File: src/common/cmd_pkg.sv
// Host command protocol definitions
// Stream byte and reply word types, the 8-byte command buffer,
// the opcodes and the fixed reply codes, and the control FSM states
package cmd_pkg;

	typedef logic [7:0]  byte_t;
	typedef logic [31:0] word_t;

	localparam int CMD_BYTES = 8;

	// byte 0 is the opcode
	typedef byte_t [CMD_BYTES-1:0] cmd_buf_t;

	typedef enum logic [7:0] {
		OP_PLL_RESET = 8'd1,
		OP_VERSION   = 8'd2,
		OP_SPI       = 8'd3,
		OP_SPARE     = 8'd4
	} opcode_e;

	localparam word_t REPLY_PLL_RESET = 32'd33;
	localparam word_t REPLY_SPARE     = 32'd19;

	typedef enum logic [1:0] {
		ST_IDLE,
		ST_DECODE,
		ST_SPI_WAIT,
		ST_REPLY
	} ctrl_state_e;

endpackage

File: src/common/spi_pkg.sv
// SPI sequencer definitions
// Chip index type, sequencer states and the short-transfer length code
package spi_pkg;

	typedef logic [2:0] cs_idx_t;

	typedef enum logic [2:0] {
		S_IDLE,
		S_LOAD,
		S_WAIT_READY,
		S_STROBE,
		S_WAIT_RX
	} spi_state_e;

	// command byte 7 value for a 2-byte transfer
	localparam logic [7:0] SPI_SHORT_LEN = 8'd2;

endpackage

File: src/rtl/cmd_rx.sv
// Command receiver
// Collects eight bytes from the host stream into the command buffer and
// holds the command valid until the controller reports it done.
module cmd_rx (
	input  logic              clk,
	input  logic              rstn,
	input  logic              i_tvalid,
	input  cmd_pkg::byte_t    i_tdata,
	output logic              o_tready,
	output logic              o_cmd_valid,
	output cmd_pkg::cmd_buf_t o_cmd_buf,
	input  logic              i_cmd_done
);
	import cmd_pkg::*;

	logic [$clog2(CMD_BYTES)-1:0] byte_cnt;
	logic                         accept;

	assign o_tready = !o_cmd_valid; // collecting while nothing pending
	assign accept   = i_tvalid && o_tready;

	always_ff @(posedge clk or negedge rstn) begin
		if (!rstn) begin
			byte_cnt    <= '0;
			o_cmd_valid <= 1'b0;
		end else begin
			if (i_cmd_done) begin
				o_cmd_valid <= 1'b0;
			end
			if (accept) begin
				if (byte_cnt == CMD_BYTES - 1) begin
					byte_cnt    <= '0;
					o_cmd_valid <= 1'b1; // eighth byte in
				end else begin
					byte_cnt <= byte_cnt + 1'b1;
				end
			end
		end
	end

	always_ff @(posedge clk) begin
		if (accept) begin
			o_cmd_buf[byte_cnt] <= i_tdata;
		end
	end

	// counter parked while a command is pending
	a_cnt_range : assert property (@(posedge clk) disable iff (!rstn)
		o_cmd_valid |-> byte_cnt == '0);

endmodule

File: src/rtl/cmd_ctrl.sv
// Command controller
// Decodes the opcode of a pending command, issues the fixed replies,
// pulses the PLL reset, runs SPI transfers through the sequencer and
// releases the command once its reply has been taken.
module cmd_ctrl #(
	parameter cmd_pkg::word_t VERSION = 32'd9
) (
	input  logic                 clk,
	input  logic                 rstn,
	input  logic                 i_cmd_valid,
	input  cmd_pkg::cmd_buf_t    i_cmd_buf,
	output logic                 o_cmd_done,
	output logic                 o_spi_start,
	output spi_pkg::cs_idx_t     o_spi_chip,
	output cmd_pkg::byte_t [2:0] o_spi_bytes,
	output logic                 o_spi_short,
	input  logic                 i_spi_done,
	input  cmd_pkg::byte_t       i_spi_rd_byte,
	output logic                 o_reply_load,
	output cmd_pkg::word_t       o_reply_word,
	input  logic                 i_reply_sent,
	output logic                 o_pll_reset
);
	import cmd_pkg::*;
	import spi_pkg::*;

	ctrl_state_e state;
	word_t       fixed_word;
	logic        op_fixed;
	logic        op_known;

	// --------------------
	// opcode decode
	always_comb begin
		fixed_word = REPLY_SPARE;
		op_fixed   = 1'b0;
		op_known   = 1'b1;
		case (i_cmd_buf[0])
			OP_PLL_RESET: begin
				fixed_word = REPLY_PLL_RESET;
				op_fixed   = 1'b1;
			end
			OP_VERSION: begin
				fixed_word = VERSION;
				op_fixed   = 1'b1;
			end
			OP_SPARE: op_fixed = 1'b1;
			OP_SPI:   op_fixed = 1'b0;
			default:  op_known = 1'b0;
		endcase
	end

	// spi arguments straight from the command bytes
	assign o_spi_chip  = i_cmd_buf[1][2:0];
	assign o_spi_bytes = {i_cmd_buf[4], i_cmd_buf[3], i_cmd_buf[2]};
	assign o_spi_short = (i_cmd_buf[7] == SPI_SHORT_LEN);

	assign o_cmd_done = (state == ST_REPLY && i_reply_sent) ||
		(state == ST_DECODE && !op_known); // unknown opcode, no reply

	// --------------------
	// control FSM
	always_ff @(posedge clk or negedge rstn) begin
		if (!rstn) begin
			state        <= ST_IDLE;
			o_spi_start  <= 1'b0;
			o_reply_load <= 1'b0;
			o_pll_reset  <= 1'b0;
		end else begin
			o_spi_start  <= 1'b0;
			o_reply_load <= 1'b0;
			o_pll_reset  <= 1'b0;
			case (state)
				ST_IDLE: begin
					if (i_cmd_valid) begin
						state <= ST_DECODE;
					end
				end
				ST_DECODE: begin
					if (op_fixed) begin
						o_reply_load <= 1'b1;
						o_pll_reset  <= (i_cmd_buf[0] == OP_PLL_RESET);
						state        <= ST_REPLY;
					end else if (op_known) begin
						o_spi_start <= 1'b1;
						state       <= ST_SPI_WAIT;
					end else begin
						state <= ST_IDLE;
					end
				end
				ST_SPI_WAIT: begin
					if (i_spi_done) begin
						o_reply_load <= 1'b1;
						state        <= ST_REPLY;
					end
				end
				ST_REPLY: begin
					if (i_reply_sent) begin
						state <= ST_IDLE;
					end
				end
				default: state <= ST_IDLE;
			endcase
		end
	end

	always_ff @(posedge clk) begin
		if (state == ST_DECODE) begin
			o_reply_word <= fixed_word;
		end else if (state == ST_SPI_WAIT && i_spi_done) begin
			o_reply_word <= {24'd0, i_spi_rd_byte}; // read byte, zero extended
		end
	end

	// one reply outstanding at a time
	a_no_reload : assert property (@(posedge clk) disable iff (!rstn)
		o_reply_load |-> !i_reply_sent);

endmodule

File: src/spi/spi_seq.sv
// SPI transaction sequencer
// Selects one chip, hands 2 or 3 bytes to an external SPI master with a
// data-valid strobe per byte, then waits for the read byte and deselects.
module spi_seq #(
	parameter int NUM_CS = 8
) (
	input  logic                 clk,
	input  logic                 rstn,
	input  logic                 i_start,
	input  spi_pkg::cs_idx_t     i_chip,
	input  cmd_pkg::byte_t [2:0] i_bytes,
	input  logic                 i_short,
	output logic                 o_done,
	output cmd_pkg::byte_t       o_rd_byte,
	input  logic                 i_spi_tx_ready,
	input  logic                 i_spi_rx_dv,
	input  cmd_pkg::byte_t       i_spi_rx,
	output cmd_pkg::byte_t       o_spi_tx,
	output logic                 o_spi_tx_dv,
	output logic [NUM_CS-1:0]    o_spi_cs,
	output spi_pkg::cs_idx_t     o_miso_sel
);
	import cmd_pkg::*;
	import spi_pkg::*;

	spi_state_e  state;
	byte_t [2:0] bytes_q;
	logic        short_q;
	logic [1:0]  idx;

	always_ff @(posedge clk or negedge rstn) begin
		if (!rstn) begin
			state       <= S_IDLE;
			short_q     <= 1'b0;
			idx         <= '0;
			o_done      <= 1'b0;
			o_spi_tx    <= '0;
			o_spi_tx_dv <= 1'b0;
			o_spi_cs    <= '1;
			o_miso_sel  <= '0;
		end else begin
			o_done <= 1'b0;
			case (state)
				S_IDLE: begin
					if (i_start) begin
						o_spi_cs   <= ~(NUM_CS'(1) << i_chip); // active low select
						o_miso_sel <= i_chip;
						short_q    <= i_short;
						idx        <= '0;
						state      <= S_LOAD;
					end
				end
				S_LOAD: begin
					o_spi_tx <= bytes_q[idx];
					state    <= S_WAIT_READY;
				end
				S_WAIT_READY: begin
					if (i_spi_tx_ready) begin
						o_spi_tx_dv <= 1'b1;
						state       <= S_STROBE;
					end
				end
				S_STROBE: begin
					o_spi_tx_dv <= 1'b0;
					if (idx == 2'd2) begin
						state <= S_WAIT_RX;
					end else begin
						idx   <= short_q ? 2'd2 : idx + 1'b1; // short skips byte 3
						state <= S_LOAD;
					end
				end
				S_WAIT_RX: begin
					if (i_spi_rx_dv) begin
						o_spi_cs <= '1;
						o_done   <= 1'b1;
						state    <= S_IDLE;
					end
				end
				default: state <= S_IDLE;
			endcase
		end
	end

	always_ff @(posedge clk) begin
		if (state == S_IDLE && i_start) begin
			bytes_q <= i_bytes;
		end
		if (state == S_WAIT_RX && i_spi_rx_dv) begin
			o_rd_byte <= i_spi_rx;
		end
	end

	// one chip during a transfer, none when idle
	a_one_cs : assert property (@(posedge clk) disable iff (!rstn)
		$countones(~o_spi_cs) == int'(state != S_IDLE));

endmodule

File: src/rtl/reply_tx.sv
// Reply transmitter
// Holds one 32-bit reply beat on the output stream until the host
// accepts it, with full keep and last on every beat.
module reply_tx (
	input  logic           clk,
	input  logic           rstn,
	input  logic           i_load,
	input  cmd_pkg::word_t i_word,
	output logic           o_sent,
	input  logic           i_tready,
	output logic           o_tvalid,
	output cmd_pkg::word_t o_tdata,
	output logic [3:0]     o_tkeep,
	output logic           o_tlast
);

	assign o_tkeep = 4'b1111;
	assign o_tlast = 1'b1;             // single-beat replies
	assign o_sent  = o_tvalid && i_tready;

	always_ff @(posedge clk or negedge rstn) begin
		if (!rstn) begin
			o_tvalid <= 1'b0;
			o_tdata  <= '0;
		end else begin
			if (o_sent) begin
				o_tvalid <= 1'b0;
			end
			if (i_load) begin
				o_tvalid <= 1'b1;
				o_tdata  <= i_word;
			end
		end
	end

	// beat held under back-pressure
	a_hold : assert property (@(posedge clk) disable iff (!rstn)
		o_tvalid && !i_tready |=> o_tvalid && $stable(o_tdata));

endmodule

File: src/rtl/cmd_proc_top.sv
// Host command processor top level
// Byte stream in, command decode and SPI access, one-beat replies out
module cmd_proc_top #(
	parameter cmd_pkg::word_t VERSION = 32'd9,
	parameter int             NUM_CS  = 8
) (
	input  logic              clk,
	input  logic              rstn,
	// host command stream
	input  logic              i_tvalid,
	input  cmd_pkg::byte_t    i_tdata,
	output logic              o_tready,
	// reply stream
	input  logic              i_tready,
	output logic              o_tvalid,
	output cmd_pkg::word_t    o_tdata,
	output logic [3:0]        o_tkeep,
	output logic              o_tlast,
	output logic              o_pll_reset,
	// spi master
	input  logic              i_spi_tx_ready,
	input  logic              i_spi_rx_dv,
	input  cmd_pkg::byte_t    i_spi_rx,
	output cmd_pkg::byte_t    o_spi_tx,
	output logic              o_spi_tx_dv,
	output logic [NUM_CS-1:0] o_spi_cs,
	output spi_pkg::cs_idx_t  o_miso_sel
);
	import cmd_pkg::*;
	import spi_pkg::*;

	logic        cmd_valid;
	cmd_buf_t    cmd_buf;
	logic        cmd_done;
	logic        spi_start;
	cs_idx_t     spi_chip;
	byte_t [2:0] spi_bytes;
	logic        spi_short;
	logic        spi_done;
	byte_t       spi_rd_byte;
	logic        reply_load;
	word_t       reply_word;
	logic        reply_sent;

	cmd_rx cmd_rx_inst (
		.clk(clk), .rstn(rstn),
		.i_tvalid(i_tvalid), .i_tdata(i_tdata), .o_tready(o_tready),
		.o_cmd_valid(cmd_valid), .o_cmd_buf(cmd_buf), .i_cmd_done(cmd_done)
	);

	cmd_ctrl #(.VERSION(VERSION)) cmd_ctrl_inst (
		.clk(clk), .rstn(rstn),
		.i_cmd_valid(cmd_valid), .i_cmd_buf(cmd_buf), .o_cmd_done(cmd_done),
		.o_spi_start(spi_start), .o_spi_chip(spi_chip), .o_spi_bytes(spi_bytes),
		.o_spi_short(spi_short), .i_spi_done(spi_done), .i_spi_rd_byte(spi_rd_byte),
		.o_reply_load(reply_load), .o_reply_word(reply_word),
		.i_reply_sent(reply_sent), .o_pll_reset(o_pll_reset)
	);

	spi_seq #(.NUM_CS(NUM_CS)) spi_seq_inst (
		.clk(clk), .rstn(rstn),
		.i_start(spi_start), .i_chip(spi_chip), .i_bytes(spi_bytes),
		.i_short(spi_short), .o_done(spi_done), .o_rd_byte(spi_rd_byte),
		.i_spi_tx_ready(i_spi_tx_ready), .i_spi_rx_dv(i_spi_rx_dv), .i_spi_rx(i_spi_rx),
		.o_spi_tx(o_spi_tx), .o_spi_tx_dv(o_spi_tx_dv), .o_spi_cs(o_spi_cs),
		.o_miso_sel(o_miso_sel)
	);

	reply_tx reply_tx_inst (
		.clk(clk), .rstn(rstn),
		.i_load(reply_load), .i_word(reply_word), .o_sent(reply_sent),
		.i_tready(i_tready), .o_tvalid(o_tvalid), .o_tdata(o_tdata),
		.o_tkeep(o_tkeep), .o_tlast(o_tlast)
	);

endmodule

File: config.mk
export PLATFORM = sky130hd
export DESIGN_NAME = cmd_proc_top
export DESIGN_NICKNAME = d
export VERILOG_FILES = /design/src/common/cmd_pkg.sv /design/src/common/spi_pkg.sv /design/src/rtl/cmd_rx.sv /design/src/rtl/cmd_ctrl.sv /design/src/spi/spi_seq.sv /design/src/rtl/reply_tx.sv /design/src/rtl/cmd_proc_top.sv
export SDC_FILE = /design/constraint.sdc
export NUM_CORES = 1
export LEC_CHECK = 0
export BUFFER_PORTS_ARGS = -buffer_cell sky130_fd_sc_hd__buf_2
export CORE_ASPECT_RATIO = 0.5
export CORE_MARGIN = 2
export CORE_UTILIZATION = 60
export DETAILED_ROUTE_END_ITERATION = 8
export PLACE_DENSITY_LB_ADDON = 0.25
export REMOVE_ABC_BUFFERS = 1
export SYNTH_ARGS = -nofsm -noshare
export SYNTH_HDL_FRONTEND = slang
export SYNTH_SLANG_ARGS = --single-unit
File: constraint.sdc
create_clock -name clk -period 3.9 [get_ports clk]
set_input_delay 0.975 -clock clk [delete_from_list [all_inputs] [get_ports clk]]
set_output_delay 0.975 -clock clk [all_outputs]
set_load 0.03 [all_outputs]
After elaboration in Yosys (flattened, before gate mapping)

Cells that the tools add are included.

Add/subtract/negate cells: 2
Magnitude comparators: 3
Equality and inequality tests: 21
Shifts and indexed selects: 1
Mux-type cells: 46
Bitwise gates (word level): 1
Reductions and logical operators: 26

Operator list:

| operator                                        | number |
|---|---|
| bitwise mux 64 bit                              | 1 |
| 2-to-1 mux 32 bit                               | 2 |
| 2-to-1 mux 8 bit                                | 4 |
| demux 8 bit (select 3 bit)                      | 1 |
| == test 8 x 2 -> 1 bit, second input constant   | 3 |
| 2-to-1 mux 1 bit                                | 17 |
| binary-select mux 8 bit (select 2 bit)          | 1 |
| 2-to-1 mux 2 bit                                | 8 |
| case mux 8 bit (2 select lines)                 | 1 |
| 2-to-1 mux 3 bit                                | 5 |
| case mux 3 bit (5 select lines)                 | 1 |
| case mux 6 bit (2 select lines)                 | 1 |
| AND reduction 3 bit                             | 4 |
| != test 2 bit, second input constant            | 5 |
| nonzero test 2 bit                              | 5 |
| == test 8 x 1 -> 1 bit, second input constant   | 1 |
| == test 8 x 3 -> 1 bit, second input constant   | 1 |
| logical AND 1 bit                               | 8 |
| NOT 8 bit                                       | 1 |
| case mux 2 bit (4 select lines)                 | 1 |
| << shifter 1 x 3 -> 8 bit, first input constant | 1 |
| == test 2 bit, second input constant            | 3 |
| == test 3 x 2 -> 1 bit, second input constant   | 2 |
| == test 3 bit, second input constant            | 2 |
| 17 further kinds                                | 21 |

Register bits: 197
Input bits: 22
Output and inout bits: 60
Logic and storage cells: 129

Depth between registers and ports, before layout

Depth in word-level cells: 9
Mapped depth: 8
Gate-level depth less buffers: 6

Modules after synthesis

A second synthesis with hierarchy kept.

Cells, all modules: 444
Area total of the unflattened synthesis: 7095.6 um^2

By module, submodules not included:

| module   | times used | cells each | area each (um^2) |
|---|---|---|---|
| spi_seq  | 1          | 156        | 2364.8 |
| cmd_rx   | 1          | 91         | 2182.1 |
| reply_tx | 1          | 78         | 1425.1 |
| cmd_ctrl | 1          | 119        | 1123.6 |

Worst setup path before layout

No wires, ideal clock.

Path kind: input port to flip-flop
Start: in i_tvalid
End: reg cmd_rx_inst.o_cmd_buf[32] in the netlist's numbering, enable pin
Data arrival time: 2.073 ns
Required time: 3.502 ns
Path slack: 1.430 ns
Cell stages on the path: 2
Buffers on the path: 0
Path through: nand2_1 -> nor4b_1

Cells in the longest elaborated chain, start to end: 1

Ends and longest elaborated chain:

| item                          | RTL line           | RTL |
|---|---|---|
| start, declared               | cmd_proc_top.sv:10 | `input logic i_tvalid,` |
| logical AND 1 bit             | cmd_rx.sv:20       | `assign accept = i_tvalid && o_tready;` |
| end signal, assigned by index | cmd_rx.sv:43       | `o_cmd_buf[byte_cnt] <= i_tdata;` |
| end, declared                 | cmd_rx.sv:11       | `output cmd_pkg::cmd_buf_t o_cmd_buf,` |

Every way passes these cells.
A chain may end at the register's enable or synchronous reset.

Final worst setup path

Start: reg spi_seq_inst.state[1]
End: reg spi_seq_inst.o_spi_cs[7]

Cells in the longest elaborated chain, start to end: 3
Elaborated cells between the ends (all ways): 7
Classes of those cells: eq/ne: 3; mux: 1; reduce/logical: 3

Ends and longest elaborated chain:

| item                                                                 | RTL line      | RTL |
|---|---|---|
| start, declared                                                      | spi_seq.sv:26 | `spi_state_e state;` |
| start signal, assigned                                               | spi_seq.sv:33 | `state <= S_IDLE;` |
| start signal, assigned                                               | spi_seq.sv:50 | `state <= S_LOAD;` |
| start signal, assigned                                               | spi_seq.sv:55 | `state <= S_WAIT_READY;` |
| == test 3 bit or logical NOT 3 bit (tied branches)                   | spi_seq.sv:43 | `case (state)` |
| != test 2 bit (no source line) or nonzero test 2 bit (tied branches) | n/a           |  |
| AND reduction 3 bit (no source line)                                 | n/a           |  |
| end signal, assigned                                                 | spi_seq.sv:46 | `o_spi_cs <= ~(NUM_CS'(1) << i_chip);` |
| end, declared                                                        | spi_seq.sv:20 | `output logic [NUM_CS-1:0] o_spi_cs,` |

Several ways; a longest one is shown, not always the timed one.

==> impl_metrics.tcl <==
set metrics [dict create \
    wl_um 8630 \
    place_congestion 0.7065 \
    rrSetupSlack_ps 1590 \
    maxCapViolCount 0 \
    post-route-util_pct 72.36 \
    clk_latency_ps 410 \
    relSlewSlack_pct 29.03 \
    dp.final_hpwl_um 5820 \
    ant_nets 0 \
    crit_path_cell_trace "or4b_1 > inv_2 > a21o_4 > nor2_1 > a41oi_1" \
    fin_crit_ps 2306 \
    first_pass_iters 5 \
    power.density_nw_per_um2 770.9 \
    h-tree-depth 4 \
    fin_tns_setup_ps 0 \
    drt-vias-per-instance 5.283 \
    synth_area_um2 5011 \
    critPathBufInv 1 \
    ys_ff_latch 128 \
    worstReg2RegStart "spi_seq_inst.state[1]" \
    numPortBuffers 52 \
    outcome "completed" \
    grt_max_degree 46 \
    cp_slowest_cell "or4b_1" \
    crit_family "simple AND/OR/NAND/NOR gates" \
    arrival_ps 2620 \
    irDropWorstVdd_uv 432.6 \
    drt-initial-drc-count 280 \
    cts.sinks 128 \
    grt_pass1_vias 2680 \
    yosysSeqAreaShare_pct 72.41 \
    io_pins 82 \
    initial_core_util_pct 62.19 \
    rr_worst_depth 5 \
    n_antenna_cell 0 \
    grt_pass1_wl_um 13390 \
    hold_class "register to register" \
    worst-slew-pin-transition_ps 1056 \
    core_um2 8058 \
    p_leak_uw 0.002413 \
    root_buffer "clkbuf_16" \
    cts_tree "yes" \
    grt_setup_unrepaired "false" \
    worstPathMaxFanout 29 \
    slew_viol_final 0 \
    cts-buffers-inserted 17 \
    rr_endpoint "spi_seq_inst.o_spi_cs[7]" \
    antenna_found_initial 0 \
    end_kind "register" \
    max_freq_mhz 433.6 \
    postCtsHoldBufs 0 \
    crit_type "register to register" \
    die-height_um 68.62 \
    setup_viol 0 \
    core.rowCount 23 \
    cts_buffer_depth 2 \
    crit_required_ps 4210 \
    vias 2816 \
    wl_per_cell_um 16.19 \
    final.fill_count 480 \
    netlist_instances 346 \
    grt_usage_pct 20.07 \
    clock_skew_ps 9.197 \
    synth_cell_types 47 \
    slowest_delay_ps 690 \
    die_area_um2 9143 \
    ys_async_sr_fraction_pct 35.16 \
    gr-total-overflow 0 \
    synthFlopType "edfxtp_1" \
    drcViolationCount 0 \
    hold_ws_ps 410.1 \
    syn_to_final_growth_pct 16.35 \
    fin_crit_sh_pct 59.13 \
    hold_viol_final 0 \
    hold_depth 0 \
    cts.clk_slew.worst_paths_ps 50 \
    fin_nets 438 \
    min-delay-start "cmd_rx_inst.o_cmd_buf[34]" \
    post-cts-setup-buffers 0 \
    avgSynthCellArea_um2 14.48 \
    crit_path_start_kind "register" \
    cts_resized 0 \
    fp.dieW_um 133.2 \
    yosys_warnings 0 \
    final_layout_size_suffix_gt1_share_pct 24.47 \
    holdPathEnd "spi_seq_inst.bytes_q[18]" \
    synth_edf_count 83 \
]
==> per-layer routing <==
layer  GRT usage (%)  share of wire [%]  vias to the layer above
li1                -                  -                     1314
met1           25.98                 45                     1374
met2           32.86                 47                      116
met3           5.848                6.5                       12
met4           8.511                1.5                        0
met5               0                  0                        -
==> metrics by stage <==
stage	instances	area, um^2	total power, uW	setup slack, ps
floorplan	335	4851	2708	1430
detailed placement	501	5266	3034	1340
finish	533	5831	4495	1594
global route	533	5831	4699	1422
CTS	533	5831	4525	1575
global placement	501	5266	2970	1501
==> sequential cells by signal, indices dropped and copies added (netlist names), named ones only <==
register and count:
reply_tx_inst.o_tdata 8, spi_seq_inst.o_rd_byte 8, spi_seq_inst.o_spi_cs 8, cmd_ctrl_inst.state 1, cmd_rx_inst.o_cmd_valid 1, spi_seq_inst.o_spi_tx_dv 1
spi_seq_inst.o_miso_sel 3, spi_seq_inst.idx 2, cmd_ctrl_inst.o_reply_word 8, cmd_ctrl_inst.o_reply_load 1, cmd_ctrl_inst.o_spi_start 1, spi_seq_inst.o_spi_tx 8
spi_seq_inst.o_done 1, cmd_ctrl_inst.o_pll_reset 1, spi_seq_inst.short_q 1, reply_tx_inst.o_tvalid 1, cmd_rx_inst.o_cmd_buf 43, spi_seq_inst.bytes_q 24
cmd_rx_inst.byte_cnt 3, spi_seq_inst.state 3
==> power by group <==
group	internal, uW	switching (uW)	total (uW)	leakage (uW)
combinational	345	686	1030	0.000824
clock	957	522	1480	0.000275
sequential	1780	201	1980	0.00131
total	3090	1410	4490	0.00241
==> synthesized netlist by cell type, types with 2 or more instances <==
cell type / count / share of area [%]
dfstp_2: 8 / 4.2
a31oi_1: 7 / 0.87
a41oi_1: 2 / 0.35
nor4_1: 3 / 0.37
nand2_1: 26 / 1.9
xor2_1: 2 / 0.35
inv_1: 10 / 0.75
o21ai_0: 5 / 0.50
mux2_2: 9 / 2.0
clkbuf_1: 6 / 0.45
a21o_1: 3 / 0.45
mux2i_1: 9 / 1.8
nor3b_1: 2 / 0.30
nor2b_1: 10 / 1.2
ha_1: 8 / 2.0
buf_4: 29 / 4.3
nor3_1: 4 / 0.40
nand3_1: 3 / 0.30
o21a_1: 2 / 0.30
edfxtp_1: 83 / 50
nor4b_1: 2 / 0.35
nor2_1: 32 / 2.4
dfrtp_1: 37 / 18
a32o_1: 2 / 0.40
a21oi_1: 17 / 1.7
or4b_1: 2 / 0.40
buf_2: 2 / 0.20
conb_1: 2 / 0.15
==> area by class of cell <==
class                   count  area (um^2)  share of cell area (%)
well taps                 112        140.1                   2.403
repair buffers             54        275.3                   4.721
multi-input cells         196         1181                   20.26
clock inverters             5        51.30                  0.8798
inverters                  11        41.29                  0.7082
flip-flops and latches    128         3628                   62.23
clock buffers              27        513.0                   8.798
==> cells by family (layout without fill, tap and decap cells) <==
logic type,Yosys count,count (layout),synth area share (%)
AO/OA/AOI/OAI,46,46,6.067
other,2,29,0.1499
AND/OR/NAND/NOR,92,92,8.989
adder cells (fa/ha/maj),8,8,1.998
XOR/XNOR,3,3,0.5244
buffers and inverters,49,97,6.042
multiplexers,18,18,3.820
flip-flops,128,128,72.41
==> how the worst max path moves through the flow <==
stage | slack (ps) | end | start | depth (start not counted)
6_report | 1590 | spi_seq_inst.o_spi_cs[7] | spi_seq_inst.state[1] | 5
5_1_grt | 1420 | spi_seq_inst.o_spi_cs[7] | spi_seq_inst.state[1] | 5
4_1_cts | 1570 | spi_seq_inst.o_spi_cs[7] | spi_seq_inst.state[1] | 5
3_5_place_dp | 1340 | cmd_rx_inst.o_cmd_buf[21] | i_tvalid | 3
3_3_place_gp | 1500 | cmd_rx_inst.o_cmd_buf[16] | i_tvalid | 3
2_1_floorplan | 1430 | cmd_rx_inst.o_cmd_buf[32] | i_tvalid | 2
==> cells in the final DEF, fill, tap and decap left out, types with 2 or more instances in the layout <==
| master | n |
|---|---|
| a21o_1 | 3 |
| a21oi_1 | 17 |
| a31oi_1 | 7 |
| a32o_1 | 2 |
| a41oi_1 | 2 |
| buf_2 | 52 |
| buf_4 | 2 |
| clkbuf_1 | 5 |
| clkbuf_16 | 17 |
| clkbuf_8 | 5 |
| clkinv_2 | 2 |
| conb_1 | 29 |
| dfrtp_1 | 37 |
| dfstp_2 | 8 |
| edfxtp_1 | 83 |
| ha_1 | 8 |
| inv_1 | 10 |
| mux2_2 | 9 |
| mux2i_1 | 9 |
| nand2_1 | 26 |
| nand3_1 | 3 |
| nor2_1 | 32 |
| nor2b_1 | 10 |
| nor3_1 | 4 |
| nor3b_1 | 2 |
| nor4_1 | 3 |
| nor4b_1 | 2 |
| o21a_1 | 2 |
| o21ai_0 | 5 |
| or4b_1 | 2 |
| xor2_1 | 2 |
(Power assumes the default switching activity.)
